==> config.mk <==
export PLATFORM = sky130hd
export DESIGN_NAME = sampleSequencer
export DESIGN_NICKNAME = d
export VERILOG_FILES = /design/src/source/sifhPkg.sv /design/src/source/sampleSequencer.sv
export VERILOG_INCLUDE_DIRS = /design/src /design/src/source
export SDC_FILE = /design/constraint.sdc
export NUM_CORES = 1
export LEC_CHECK = 0
export BUFFER_PORTS_ARGS = -buffer_cell sky130_fd_sc_hd__buf_2
export CAP_MARGIN = 20
export CORE_UTILIZATION = 47
export DETAILED_ROUTE_END_ITERATION = 6
export PLACE_DENSITY = 0.85
export SKIP_LAST_GASP = 1
export SYNTH_ARGS = -nofsm -noshare
export SYNTH_HDL_FRONTEND = slang
export SYNTH_SLANG_ARGS = --single-unit
==> constraint.sdc <==
create_clock -name clk -period 1.7 [get_ports clk]
set_input_delay 0.085 -clock clk [delete_from_list [all_inputs] [get_ports clk]]
set_output_delay 0.085 -clock clk [all_outputs]
set_load 0.01 [all_outputs]
==> src/source/sifh_params.svh <==
// sizes shared by the RTL and the testbench
// Np must exceed Nb + 1 so that a coarse bin spans at least two values
// the widths below must fit the counts next to them
`ifndef SIFH_PARAMS_SVH
`define SIFH_PARAMS_SVH

// timestamp width
`define Np 10
// bin index width, 2**Nb bins per histogram
`define Nb 4
`define binNum (1 << `Nb)

// pixel lanes and lane index width
`define pixelNum 4
`define pixelW 2

// samples per pixel per acquisition
`define dataNum 2
`define dataW 1

// acquisitions per pass
`define acqNum 8
`define acqW 3

// bin counter width, counters saturate
`define countWidth 8

// result port address width and frame counter width
`define rAdrW 3
`define frameW 16

`endif

==> src/source/sifhPkg.sv <==
// types shared by the sequencer, the lanes and the collector
// field widths come from sifh_params.svh
`include "sifh_params.svh"

package sifhPkg;

    //**************************************************
    // enums
    //**************************************************

    // which histogram pass a sample belongs to
    typedef enum logic {
        coarsePass = 1'b0,
        finePass   = 1'b1
    } passT;

    // sequencer states
    typedef enum logic [1:0] {
        idle      = 2'd0,
        running   = 2'd1,
        waitDrain = 2'd2
    } seqStateT;

    //**************************************************
    // structs
    //**************************************************

    // one timestamp broadcast to every lane
    typedef struct packed {
        logic              valid;
        logic [`pixelW-1:0] pixel;
        passT              pass;
        logic [`Np-1:0]    ts;
    } sampleT;

    // frame strobes, one cycle each
    // frameStart only rises together with the fine passDone
    typedef struct packed {
        logic passDone;
        logic frameStart;
    } laneCtrlT;

    // one lane's peak, 19 bits
    typedef struct packed {
        logic                  peakValid;
        logic [`countWidth-1:0] peakCount;
        logic [`Np-1:0]        peakTime;
    } laneResultT;

endpackage

==> src/source/sampleSequencer.sv <==
// sample port, accepts timestamps in pixel-major order per acquisition
// writes that would start a new frame stall until the results are drained
// the port has no data output, reads are acked only
`timescale 1ns/1ns
`include "sifh_params.svh"

module sampleSequencer
    import sifhPkg::*;
(
    input  logic            clk,
    input  logic            combin_res,
    input  logic            sCyc,
    input  logic            sStb,
    input  logic            sWe,
    input  logic [`Np-1:0]  sDat,
    output logic            sAck,
    input  logic            resultsPending,
    output sampleT          sample,
    output laneCtrlT        laneCtrl
);

    seqStateT            state;
    passT                curPass;
    logic [`dataW-1:0]   dataCnt;
    logic [`pixelW-1:0]  pixelCnt;
    logic [`acqW-1:0]    acqCnt;
    logic                sawPending;
    logic                stall;
    logic                acceptW;
    logic                lastOfPixel;
    logic                lastOfAcq;
    logic                lastOfPass;

    //**************************************************
    // decode
    //**************************************************
    always_comb begin
        // only writes stall, reads pass through
        stall = (state == waitDrain) && sWe;
        // data is still held by the master in the ack cycle
        acceptW = sAck && sCyc && sStb && sWe;
        lastOfPixel = (dataCnt == `dataW'(`dataNum - 1));
        lastOfAcq = lastOfPixel && (pixelCnt == `pixelW'(`pixelNum - 1));
        lastOfPass = lastOfAcq && (acqCnt == `acqW'(`acqNum - 1));
    end

    // single-cycle ack, one cycle after cyc and stb
    always_ff @(posedge clk or negedge combin_res) begin
        if (!combin_res) begin
            sAck <= 1'b0;
        end else begin
            sAck <= sCyc && sStb && !sAck && !stall;
        end
    end

    //**************************************************
    // counters and broadcast
    //**************************************************
    always_ff @(posedge clk or negedge combin_res) begin
        if (!combin_res) begin
            dataCnt <= '0;
            pixelCnt <= '0;
            acqCnt <= '0;
            curPass <= coarsePass;
            sample <= '0;
            laneCtrl <= '0;
        end else begin
            // sample tagged with the counters before they move
            sample.valid <= acceptW;
            sample.pixel <= pixelCnt;
            sample.pass <= curPass;
            sample.ts <= sDat;
            // strobes line up with the last sample of the pass
            laneCtrl.passDone <= acceptW && lastOfPass;
            laneCtrl.frameStart <= acceptW && lastOfPass && (curPass == finePass);
            if (acceptW) begin
                dataCnt <= lastOfPixel ? '0 : dataCnt + 1'b1;
                if (lastOfPixel) begin
                    pixelCnt <= lastOfAcq ? '0 : pixelCnt + 1'b1;
                end
                if (lastOfAcq) begin
                    acqCnt <= lastOfPass ? '0 : acqCnt + 1'b1;
                end
                // coarse to fine, fine back to coarse
                if (lastOfPass) begin
                    curPass <= (curPass == coarsePass) ? finePass : coarsePass;
                end
            end
        end
    end

    //**************************************************
    // frame FSM
    //**************************************************
    always_ff @(posedge clk or negedge combin_res) begin
        if (!combin_res) begin
            state <= idle;
            sawPending <= 1'b0;
        end else begin
            case (state)
                idle: begin
                    // first write opens a frame
                    if (acceptW) begin
                        state <= running;
                    end
                end
                running: begin
                    if (acceptW && lastOfPass && (curPass == finePass)) begin
                        state <= waitDrain;
                    end
                end
                waitDrain: begin
                    // pending rises a few cycles after the fine pass ends
                    if (resultsPending) begin
                        sawPending <= 1'b1;
                    end
                    if (sawPending && !resultsPending) begin
                        sawPending <= 1'b0;
                        state <= idle;
                    end
                end
                default: begin
                    state <= idle;
                end
            endcase
        end
    end

endmodule

==> impl_results.md <==
* Die H at 46.8 um
* CTS clk-pin slew, worst paths at 130 ps
* Hold WC Path Type: in2reg
* Least-Margin Pin Slew at 561 ps
* Number of max-cap violations at 0
* Clock root buffer: clkbuf_4
* Port buffer count at 32
* Crit Path Category: reg2reg
* Crit path max fanout at 4
* # rows at 15
* Routed WL per cell at 13.2 um
* Routability Congestion at 0.725
* Final Cell Area at 1290 um2
* Most frequent cells in the layout: buf_2 (32), dfrtp_1 (27), dlygate4sd3_1 (14)
* Pwr per Cell Area at 896 nW/um2
* Crit path arrival time at 1730 ps
* Total leakage power at 0.689 nW
* I/O pin count at 33
* Seq/Total Area, Yosys at 71.7%
* Grt ovf at 0
* Synthesized area per cell at 16.0 um2
* Worst-Skew Late Latency at roughly 320 ps
* XOR/XNOR Fraction of Synth Area at between 1.5 and 2%
* Vias at 628
* Starting Density at 52.3%
* Total track usage at 18.1%
* Final hold violation count at 0
* Post-DR vias/cell at 4.72
* First-pass GRT wire length at 2.63 mm
* CTS tree: built
* CTS Buffer Depth at 2
* Final ANT Viol Nets at 0
* Synthesized instance count at around 60
* Cell internal pwr at about 0.87 mW
* Sequential power share at about 65%
* Pins Over Slew Limit at 0
* Mux cell area share after synthesis at under 10%
* Largest net degree at the start of global routing at 28
* Area contributors post-synth: dfrtp_1 (72%), mux2_4 (4.8%), ha_1 (4.0%)
* Inserted Diodes at 0
* Core area at 1800 um2
* CTS Hold Bufs at 14
* Share of cells above drive strength 1 at 39.8%
* Reg-to-reg setup timing slack at ~240 ps
* Crit path capture type: flip-flop
* Post_cts resized at 0
* Startpoint types: flip-flop
* Post-synthesis simple-gate area fraction at 9.16%
* Synth top area share at 71.7%
* Post-route clock skew at 3.75 ps
* TritonRoute pass-1 iters at 3
* Num CTS Buffers at 3
* Commonest non-fill, non-tap cell in the layout: buf_2
* Combinational Power Share at ~12%
* Distinct cells, synth at 20
* CTS HTree Levels at 1
* Nets at 128
* Clk pwr share at about 23%
* FMAX at 0.684 GHz
* Crit path largest cell delay at 570 ps
* Data required, critical path at 1970 ps
* Util after Layout at 71.5%
* Area fraction in compound gates after synthesis at 4.12%
* Slew Limit Headroom at a little over three fifths
* #FFs+latches synth at 27
* Net switching power at 0.282 mW
* Sw Share at about a quarter
* Crit-path cells: nor2b_1 -> a211oi_1 -> dlygate4sd3_1
* Peak VDD IR at 0.571 mV
* Routed WL at between 1.5 and 2 mm
* Die area at 2190 um2
* Post-synth top area cell: dfrtp_1
* Adder-Cell Fraction of Synth Area at under 10%
* Largest family of logic cells by synthesized area: simple AND/OR/NAND/NOR gates
* Unrepaired setup endpoints after global routing: false
* # setup viols final at 0
* Total Neg Setup Slack at 0 ps
* Period utilization at 86.0%
* Vias in the first global route at 612
* CTS sink count at 27
* Post-synthesis instance area at 942 um2
* Synthesized Nets at around 80
* Die width at 46.8 um
* Yosys warns at 0
* Post-CTS setup buffers at 0
* Crit path time final at 1460 ps
* Fin Hold WS at slightly below 100 ps
* Initial antenna violation count at 0
* Critical path's slowest cell: dlygate4sd3_1
* Status: finished, final reports clean
* DP Area at about 1100 um2
* Final HPWL DP at 1.11 mm
* DRT iter0 DRCs at 2
* Residual DRC at 0
* Layout area overhead at 36.8%
-- path summary, 6_finish.rpt --
kind	cells past startpoint	endpoint	start
setup / recovery	3	sAck	state[1]
hold / removal	2	sample[13]	sCyc
setup reg to reg	3	sAck	state[1]
hold reg to reg	0	sample[12]	pixelCnt[1]
max in group asynchronous	2	sample[11]	combin_res
min in group asynchronous	2	sample[8]	combin_res
-- worst max-delay path, delay by kind of cell (launching register included) --
kind	cells	cell delay, ps
buffers and inverters	1	570
flip-flops	1	430
AO/OA/AOI/OAI	1	240
AND/OR/NAND/NOR	1	180
-- sequential cells by signal, summed over array words and instances (netlist names) --
name,cells
laneCtrl,2
curPass,1
sAck,1
sample,14
acqCnt,3
dataCnt,1
pixelCnt,2
state,2
sawPending,1
-- layer usage --
metal	vias up	global-route usage (%)	part of all wire [%]
li1	295	-	-
met1	294	19.3	41
met2	34	32.2	48
met3	5	4.62	8.2
met4	0	10.3	2.3
met5	-	0	0
-- cells in the mapped netlist, drive strengths merged --
cell type / number
mux2: 5
xnor2: 1
and2: 1
ha: 3
o31ai: 1
o21ai: 2
a311oi: 1
inv: 2
dfrtp: 27
nand4: 1
and4: 1
and3: 1
nor2: 3
nand2: 4
xor2: 1
buf: 1
a211oi: 1
nor2b: 3
-- cells by family (layout without fill, tap and decap cells) --
group | count (synthesis) | count (layout)
DFF | 27 | 27
and+or+nand+nor | 14 | 14
xor gates and xnor gates | 2 | 2
muxes | 5 | 5
buffers and inverters | 3 | 52
AOI/OAI and AO/OA | 5 | 5
adders and majority gates | 3 | 3
-- per-stage QoR --
stage	setup slack [ps]	instances	total power, mW
6_report	239	133	1.16
4_1_cts	251	133	1.17
3_3_place_gp	386	115	0.869
5_1_grt	135	133	1.22
3_5_place_dp	310	115	0.882
2_1_floorplan	369	59	0.806
-- power by group through the flow --
stage,Combinational (mW),Clock (mW),Sequential [mW]
floorplan,0.0387,0,0.768
global placement,0.114,0,0.755
detailed placement,0.121,0,0.760
CTS,0.146,0.276,0.748
global route,0.163,0.298,0.756
finish,0.143,0.266,0.746
-- cell type report --
type / instances / area [um2]
Sequential cell: 27 / 676
Fill cell: 128 / 513
Timing Repair Buffer: 46 / 300
Multi-Input combinational cell: 29 / 248
Tap cell: 25 / 31.3
Clock buffer: 4 / 26.3
Inverter: 2 / 7.51
No activity file was read; power rests on OpenSTA's default activity.
