[config.mk]
export PLATFORM = sky130hd
export DESIGN_NAME = peakCollector
export DESIGN_NICKNAME = d
export VERILOG_FILES = /design/src/source/sifhPkg.sv /design/src/source/peakCollector.sv
export VERILOG_INCLUDE_DIRS = /design/src /design/src/source
export SDC_FILE = /design/constraint.sdc
export NUM_CORES = 1
export LEC_CHECK = 0
export BUFFER_PORTS_ARGS = -buffer_cell sky130_fd_sc_hd__buf_4
export CORE_MARGIN = 5
export CORE_UTILIZATION = 25
export CTS_BUF_LIST = sky130_fd_sc_hd__clkbuf_2 sky130_fd_sc_hd__clkbuf_4 sky130_fd_sc_hd__clkbuf_8
export DETAILED_ROUTE_END_ITERATION = 8
export PLACE_DENSITY = 0.47
export SYNTH_ARGS = -nofsm -noshare
export SYNTH_HDL_FRONTEND = slang
export SYNTH_SLANG_ARGS = --single-unit
[constraint.sdc]
create_clock -name clk -period 1.95 [get_ports clk]
set_clock_uncertainty 0.2 [all_clocks]
set_input_delay 0.0975 -clock clk [delete_from_list [all_inputs] [get_ports clk]]
set_output_delay 0.0975 -clock clk [all_outputs]
set_load 0.03 [all_outputs]
[src/source/sifh_params.svh]
// sizes shared by the RTL and the testbench
// Np must exceed Nb + 1 so that a coarse bin spans at least two values
// the widths below must fit the counts next to them
`ifndef SIFH_PARAMS_SVH
`define SIFH_PARAMS_SVH

// timestamp width
`define Np 10
// bin index width, 2**Nb bins per histogram
`define Nb 4
`define binNum (1 << `Nb)

// pixel lanes and lane index width
`define pixelNum 4
`define pixelW 2

// samples per pixel per acquisition
`define dataNum 2
`define dataW 1

// acquisitions per pass
`define acqNum 8
`define acqW 3

// bin counter width, counters saturate
`define countWidth 8

// result port address width and frame counter width
`define rAdrW 3
`define frameW 16

`endif

[src/source/sifhPkg.sv]
// types shared by the sequencer, the lanes and the collector
// field widths come from sifh_params.svh
`include "sifh_params.svh"

package sifhPkg;

    //**************************************************
    // enums
    //**************************************************

    // which histogram pass a sample belongs to
    typedef enum logic {
        coarsePass = 1'b0,
        finePass   = 1'b1
    } passT;

    // sequencer states
    typedef enum logic [1:0] {
        idle      = 2'd0,
        running   = 2'd1,
        waitDrain = 2'd2
    } seqStateT;

    //**************************************************
    // structs
    //**************************************************

    // one timestamp broadcast to every lane
    typedef struct packed {
        logic              valid;
        logic [`pixelW-1:0] pixel;
        passT              pass;
        logic [`Np-1:0]    ts;
    } sampleT;

    // frame strobes, one cycle each
    // frameStart only rises together with the fine passDone
    typedef struct packed {
        logic passDone;
        logic frameStart;
    } laneCtrlT;

    // one lane's peak, 19 bits
    typedef struct packed {
        logic                  peakValid;
        logic [`countWidth-1:0] peakCount;
        logic [`Np-1:0]        peakTime;
    } laneResultT;

endpackage

[src/source/peakCollector.sv]
// result port, read only
// status at address 0, bit 31 pending and the frame count in the low bits
// lane p at address 1+p, reading the last lane clears pending
`timescale 1ns/1ns
`include "sifh_params.svh"

module peakCollector
    import sifhPkg::*;
(
    input  logic                          clk,
    input  logic                          combin_res,
    input  laneResultT [`pixelNum-1:0]    laneResults,
    input  logic                          laneDone,
    input  logic                          rCyc,
    input  logic                          rStb,
    input  logic [`rAdrW-1:0]             rAdr,
    output logic [31:0]                   rDatOut,
    output logic                          rAck,
    output logic                          resultsPending
);

    laneResultT [`pixelNum-1:0] held;
    logic [`frameW-1:0]         frameCount;
    logic                       readStart;
    logic                       lastRead;
    logic [31:0]                readWord;

    //**************************************************
    // read decode
    //**************************************************
    always_comb begin
        readStart = rCyc && rStb && !rAck;
        lastRead = readStart && (rAdr == `rAdrW'(`pixelNum));
        readWord = '0;
        if (rAdr == '0) begin
            readWord = {resultsPending, {(31 - `frameW){1'b0}}, frameCount};
        end else if (rAdr <= `rAdrW'(`pixelNum)) begin
            readWord = 32'(held[rAdr - 1'b1]);
        end
    end

    // lane 0 stands for all lanes
    always_ff @(posedge clk) begin
        if (laneDone) begin
            held <= laneResults;
        end
        if (readStart) begin
            rDatOut <= readWord;
        end
    end

    always_ff @(posedge clk or negedge combin_res) begin
        if (!combin_res) begin
            rAck <= 1'b0;
            resultsPending <= 1'b0;
            frameCount <= '0;
        end else begin
            rAck <= readStart;
            // a new frame wins over a clearing read
            if (laneDone) begin
                resultsPending <= 1'b1;
                frameCount <= frameCount + 1'b1;
            end else if (lastRead) begin
                resultsPending <= 1'b0;
            end
        end
    end

endmodule

==> flow_summary.yaml, run 1 <==
outcome:
  status: "finished, final reports clean"
setup_path:
  cp.arrival_ps: 1830
  crit_fanout: 9
  crit_top_cell: "buf_4"
  cp_cell_sequence: "dlygate4sd3_1, buf_4, inv_1, ha_1, buf_4, mux4_2, a22o_1"
  slowest_delay_ps: 520
  required_ps: 1920
  cp-start-kind: "input pin"
  slowest_stage: "dlygate4sd3_1"
  r2r_cells: 3
  worstSetupPathType: "input pin to flip-flop"
  critPathCaptureType: "flip-flop"
clock_tree:
  clock_sinks: 114
  numCtsBuffers: 17
  cts_root_buf: "clkbuf_8"
  cts_tree: "done"
  postCtsSetupBuffers: 0
  clock_latency_ps: 430
  cts_htree_levels: 4
  path_clk_slew_ps: 70
  clock_path_buffers: 2
sta:
  max_freq_mhz: 538
  worstMarginPinSlew_ps: 879
  period_needed_ps: 1860
  hold_viol_final: 0
  max-slew-margin-rel_pct: 41.2
  rsz0062_at_grt: "false"
  fin_tns_setup_ps: 0
  hold_ws_ps: 94.2
  drv_slew: 0
  finalSetupViolations: 0
  period_share_pct: 95.3
drt:
  antenna_left: 0
  avgViaCountPerCell: 4.08
  initialDrtViolationCount: 124
  vias: 2781
  drt-total-wl_mm: 10.3
  drtPass1Iterations: 6
  drc: 0
  wl_per_cell_um: 15.1
synthesis:
  yosys_warnings: 0
  synth_top_cell_area_share_pct: 63.6
  synthDistinctLibCells: 27
  syn_area_mm2: 0.00453
  syn_inst: 230
  ys_ff_latch: 114
  synth_area_leaders: "edfxtp_1 (64%), dfrtp_1 (9.9%), mux4_2 (9.4%)"
  synth_area_leader_cell: "edfxtp_1"
  ys_seq_area_share_pct: 73.5
  syn_area_per_cell_um2: 19.7
run:
  drv_cap: 0
place:
  gp_congestion: 0.701
  port_buffers: 105
  hpwlAfterDp_mm: 7.02
  dp_cells: 566
floorplanning:
  fp.dieH_um: 145
  core_area_mm2: 0.0179
  num_rows: 49
  initial_core_util_pct: 25.3
  die_area_mm2: 0.0209
  fp.dieW_um: 145
  io_pins: 118
worst_hold_path:
  min_path_type: "input pin to flip-flop"
  hold_path_depth: 3
global_route:
  grt_max_degree: 69
  grt_use_total_pct: 10.5
  grt_pass1_wl_mm: 16.5
  grt_pass1_vias: 3074
  antenna_found_initial: 0
  gr-total-overflow: 0
final_layout:
  finalNetCount: 528
  layout-drive-gt1-share_pct: 38.5
  layout_commonest_cell: "buf_4"
  mostFrequentLayoutCells: "buf_4 (115), edfxtp_1 (96), dlygate4sd3_1 (83), mux4_2 (19), dfrtp_1 (18)"
  antenna_cells: 0
  finalNonFillerCells: 681
  syn_to_final_growth_pct: 52.4
power_and_ir_drop:
  power_leakage_nw: 2.80
  power_mw: 6.51
  peakVddDrop_mv: 0.640
  p_per_area_mw_per_mm2: 942
final timing paths:
check / from / endpoint / slack, ps
setup / recovery: rAdr[0] / rDatOut[7] / 90
hold / removal: rStb / rDatOut[31] / 90
setup reg to reg: rAck / rAck / 290
hold reg to reg: frameCount[15] / frameCount[15] / 280
max in group asynchronous: combin_res / frameCount[7] / 320
min in group asynchronous: combin_res / rAck / 670
sequential cells by signal, summed over array words and instances, names as in the netlist:
name,cells
frameCount,16
held,76
rAck,1
rDatOut,20
resultsPending,1
per-layer routing:
metal	track usage [%]	routed length (um)
met4	3.98	109
met5	0	0
met1	13.4	4490
met3	3.32	524
met2	16.9	5140
cells in the mapped netlist (all sizes together):
master	instances
ha	5
clkbuf	3
conb	1
a21o	1
edfxtp	96
nand4	8
buf	18
dfrtp	18
mux2	1
inv	4
a22o	16
and3b	1
and2	4
and3	1
nand2	8
nor3	3
xnor2	4
mux4	19
nor4	4
xor2	11
nor2	4
kinds of logic after synthesis:
group	synth area share [%]
flip-flops	73.5
AND/OR/NAND/NOR	5.58
buffers and inverters	3.59
multiplexers	9.69
AO/OA/AOI/OAI	3.26
XOR/XNOR	2.90
adder cells (fa/ha/maj)	1.38
other	0.0827
power breakdown:
group	switching, mW	internal, mW
Clock	0.919	1.66
Combinational	0.375	0.496
Sequential	0.166	2.90
stage by stage:
step,utilization [%],cell area (um^2),setup slack [ps]
floorplan,-,4570,30.9
global placement,31.4,5620,168
detailed placement,31.4,5620,176
CTS,38.6,6910,102
global route,38.6,6910,14.6
finish,38.6,6910,91.7
final cells by class:
type                    count  area [um^2]
fillers                  1671        11000
multi-input cells         102         1080
well taps                 229          287
clock inverters            13          214
repair buffers            200         1730
flip-flops and latches    114         3330
inverters                   4         15.0
clock buffers              19          249
worst max-delay path, delay by kind of cell:
family	cells	cell delay, ps
buffers and inverters	4	880
AO/OA/AOI/OAI	1	230
multiplexers	1	340
adder cells (fa/ha/maj)	1	280
what timing repair did:
item,4_1_cts,5_1_grt
resized for setup,0,0
hold buffers,83,0
hold endpoints to repair,110,0
(Power assumes the default switching activity.)
==> run 2, diff against run 1 <==
--- a/config.mk
+++ b/config.mk
@@ -6,6 +6,7 @@
 export SDC_FILE = /design/constraint.sdc
 export NUM_CORES = 1
 export LEC_CHECK = 0
+export ABC_AREA = 1
 export BUFFER_PORTS_ARGS = -buffer_cell sky130_fd_sc_hd__buf_4
 export CORE_MARGIN = 5
 export CORE_UTILIZATION = 25
==> flow_summary.yaml, run 2 <==
drt:
  drt-total-wl_mm: 12.1
  wl_per_cell_um: 14.3
  vias: 3479
  avgViaCountPerCell: 4.12
  antenna_left: 0
  initialDrtViolationCount: 149
  drtPass1Iterations: 4
  drc: 0
sta:
  period_needed_ps: 1830
  drv_slew: 0
  fin_tns_setup_ps: 0
  finalSetupViolations: 0
  worstMarginPinSlew_ps: 879
  max-slew-margin-rel_pct: 41.2
  rsz0062_at_grt: "false"
  hold_ws_ps: 173
  hold_viol_final: 0
  max_freq_mhz: 548
  period_share_pct: 93.7
  worst_slack_ps: 124
setup_path:
  crit_fanout: 22
  r2r_cells: 6
  cp.arrival_ps: 1960
  required_ps: 2080
  crit_family: "buffers and inverters"
  worstSetupPathType: "input pin to flip-flop"
  critPathCaptureType: "flip-flop"
  regToRegSetupSlack_ps: 420
  slowest_delay_ps: 560
  crit_top_cell: "nand2_1"
  cp-start-kind: "input pin"
  r2r-end: "frameCount[14]"
  path_buf_inv: 4
  cp_cell_sequence: "dlygate4sd3_1, buf_4, nand2_1, dlygate4sd3_1, nor2_2, buf_4, nand2_1, nand2_1, nand2_1"
  slowest_stage: "dlygate4sd3_1"
  reg2reg_from: "frameCount[1]"
worst_hold_path:
  min_path_type: "input pin to flip-flop"
  min_from: "laneResults[14]"
  hold_path_depth: 2
  min_to: "held[14]"
clock_tree:
  cts_tree: "done"
  path_clk_slew_ps: 70
  cts_htree_levels: 4
  clock_path_buffers: 2
  cts-resized-gates: 0
  cts_hold_buffers: 82
  numCtsBuffers: 17
  postCtsSetupBuffers: 0
  clock_sinks: 114
  clock_latency_ps: 440
  cts_root_buf: "clkbuf_8"
global_route:
  gr-total-overflow: 0
  grt_pass1_vias: 3762
  antenna_found_initial: 0
  grt_max_degree: 39
  grt_use_total_pct: 11.6
  grt_pass1_wl_mm: 19.3
synthesis:
  synthDistinctLibCells: 23
  syn_area_mm2: 0.00471
  synth_area_leaders: "edfxtp_1 (61%), dfrtp_1 (9.6%), nand2_1 (6.3%)"
  synth_area_leader_cell: "edfxtp_1"
  yosys_warnings: 0
  synth-edff-count: 96
  synth_top_cell_area_share_pct: 61.2
  ys_seq_area_share_pct: 70.8
  ys_ff_latch: 114
  syn_area_per_cell_um2: 11.9
  synth_commonest_cells: "edfxtp_1 (96), nand2_1 (79), nor2_1 (54)"
  yosysMostFrequentCell: "edfxtp_1"
  synth_top_flop_cell: "edfxtp_1"
  syn_inst: 395
  synthArstFlopShare_pct: 15.8
place:
  hpwlAfterDp_mm: 8.18
  dp_cells: 730
  gp_congestion: 0.767
  place_ws_ps: 282
  port_buffers: 105
  place_area_mm2: 0.00575
floorplanning:
  initial_core_util_pct: 25.3
  core_area_mm2: 0.0186
  io_pins: 118
  die_area_mm2: 0.0217
  fp.dieH_um: 147
  num_rows: 50
  fp.dieW_um: 147
final_layout:
  layout-drive-gt1-share_pct: 25.7
  syn_to_final_growth_pct: 47.0
  finalNetCount: 686
  num-fill-cells: 1814
  mostFrequentLayoutCells: "buf_4 (117), edfxtp_1 (96), dlygate4sd3_1 (82), nand2_1 (79), nor2_1 (53)"
  finalNonFillerCells: 844
  biggestRegsByFlops: "held (76), rDatOut (20), frameCount (16)"
  layout_commonest_cell: "buf_4"
  post-route-util_pct: 37.1
  largest_reg_flops: 76
  design_area_mm2: 0.00692
  antenna_cells: 0
  top_register: "held"
outcome:
  status: "finished, final reports clean"
power_and_ir_drop:
  power_leakage_nw: 2.89
  peakVddDrop_mv: 0.433
  power_mw: 5.86
  p_per_area_mw_per_mm2: 846
run:
  drv_cap: 0
-- run 2: changes by cell type after synthesis, sizes merged, moves of 4 or more --
cell / change
a22o: -16
and2: -4
o22ai: +16
xor2: -7
nor4: -4
nand3: +6
nor2: +55
o21ai: +40
buf: +6
inv: +20
nand2: +73
mux4: -19
-- run 2: how the worst max path moves through the flow --
stage	endpoint	slack, ps	startpoint	cells past startpoint
after floorplan	rDatOut[13]	150	rAdr[0]	10
after global placement	rDatOut[7]	280	rAdr[0]	9
after detailed placement	rDatOut[7]	280	rAdr[0]	9
after CTS	resultsPending	120	rStb	9
after global routing	resultsPending	20	rStb	9
final	resultsPending	120	rStb	9
-- run 2: cell families (layout without fill, tap and decap cells) --
| group | count (synthesis) | in the layout | share of synthesized area, % |
|---|---|---|---|
| AND/OR/NAND/NOR | 156 | 156 | 13.9 |
| flip-flops | 114 | 114 | 70.8 |
| AO/OA/AOI/OAI | 59 | 59 | 6.69 |
| buffers and inverters | 51 | 255 | 5.55 |
| XOR/XNOR | 9 | 9 | 1.67 |
| adder cells (fa/ha/maj) | 5 | 5 | 1.33 |
| other | 1 | 12 | 0.0796 |
-- run 2: per-layer routing --
layer	GRT usage, %	share of wire [%]	vias up
met3	4.23	5.6	17
li1	-	-	1735
met4	3.73	1.6	0
met1	14.1	44	1627
met5	0	0	-
met2	19.1	48	100
-- run 2: cell type report --
type / instances / area, um^2 / share of cell area, %
sequential: 114 / 3330 / 48.1
timing repair buffer: 199 / 1700 / 24.5
inverter: 24 / 90.1 / 1.30
multi-input combinational: 241 / 1160 / 16.7
tap: 234 / 293 / 4.23
clock inverter: 7 / 36.3 / 0.524
clock buffer: 25 / 313 / 4.52
-- run 2: worst reg2reg max path, cell delays in order (launching register included) --
cell	delay (ps)
dfrtp_1	420
ha_1	190
nand2_2	80
nor2_4	160
nand3b_4	140
o21ai_0	170
nand2_1	70
-- run 2: report_power, final --
part	internal, mW	switching [mW]	total (mW)	leakage (nW)
clock	1.03	0.920	1.95	0.188
combinational	0.415	0.452	0.868	1.55
sequential	2.90	0.140	3.04	1.15
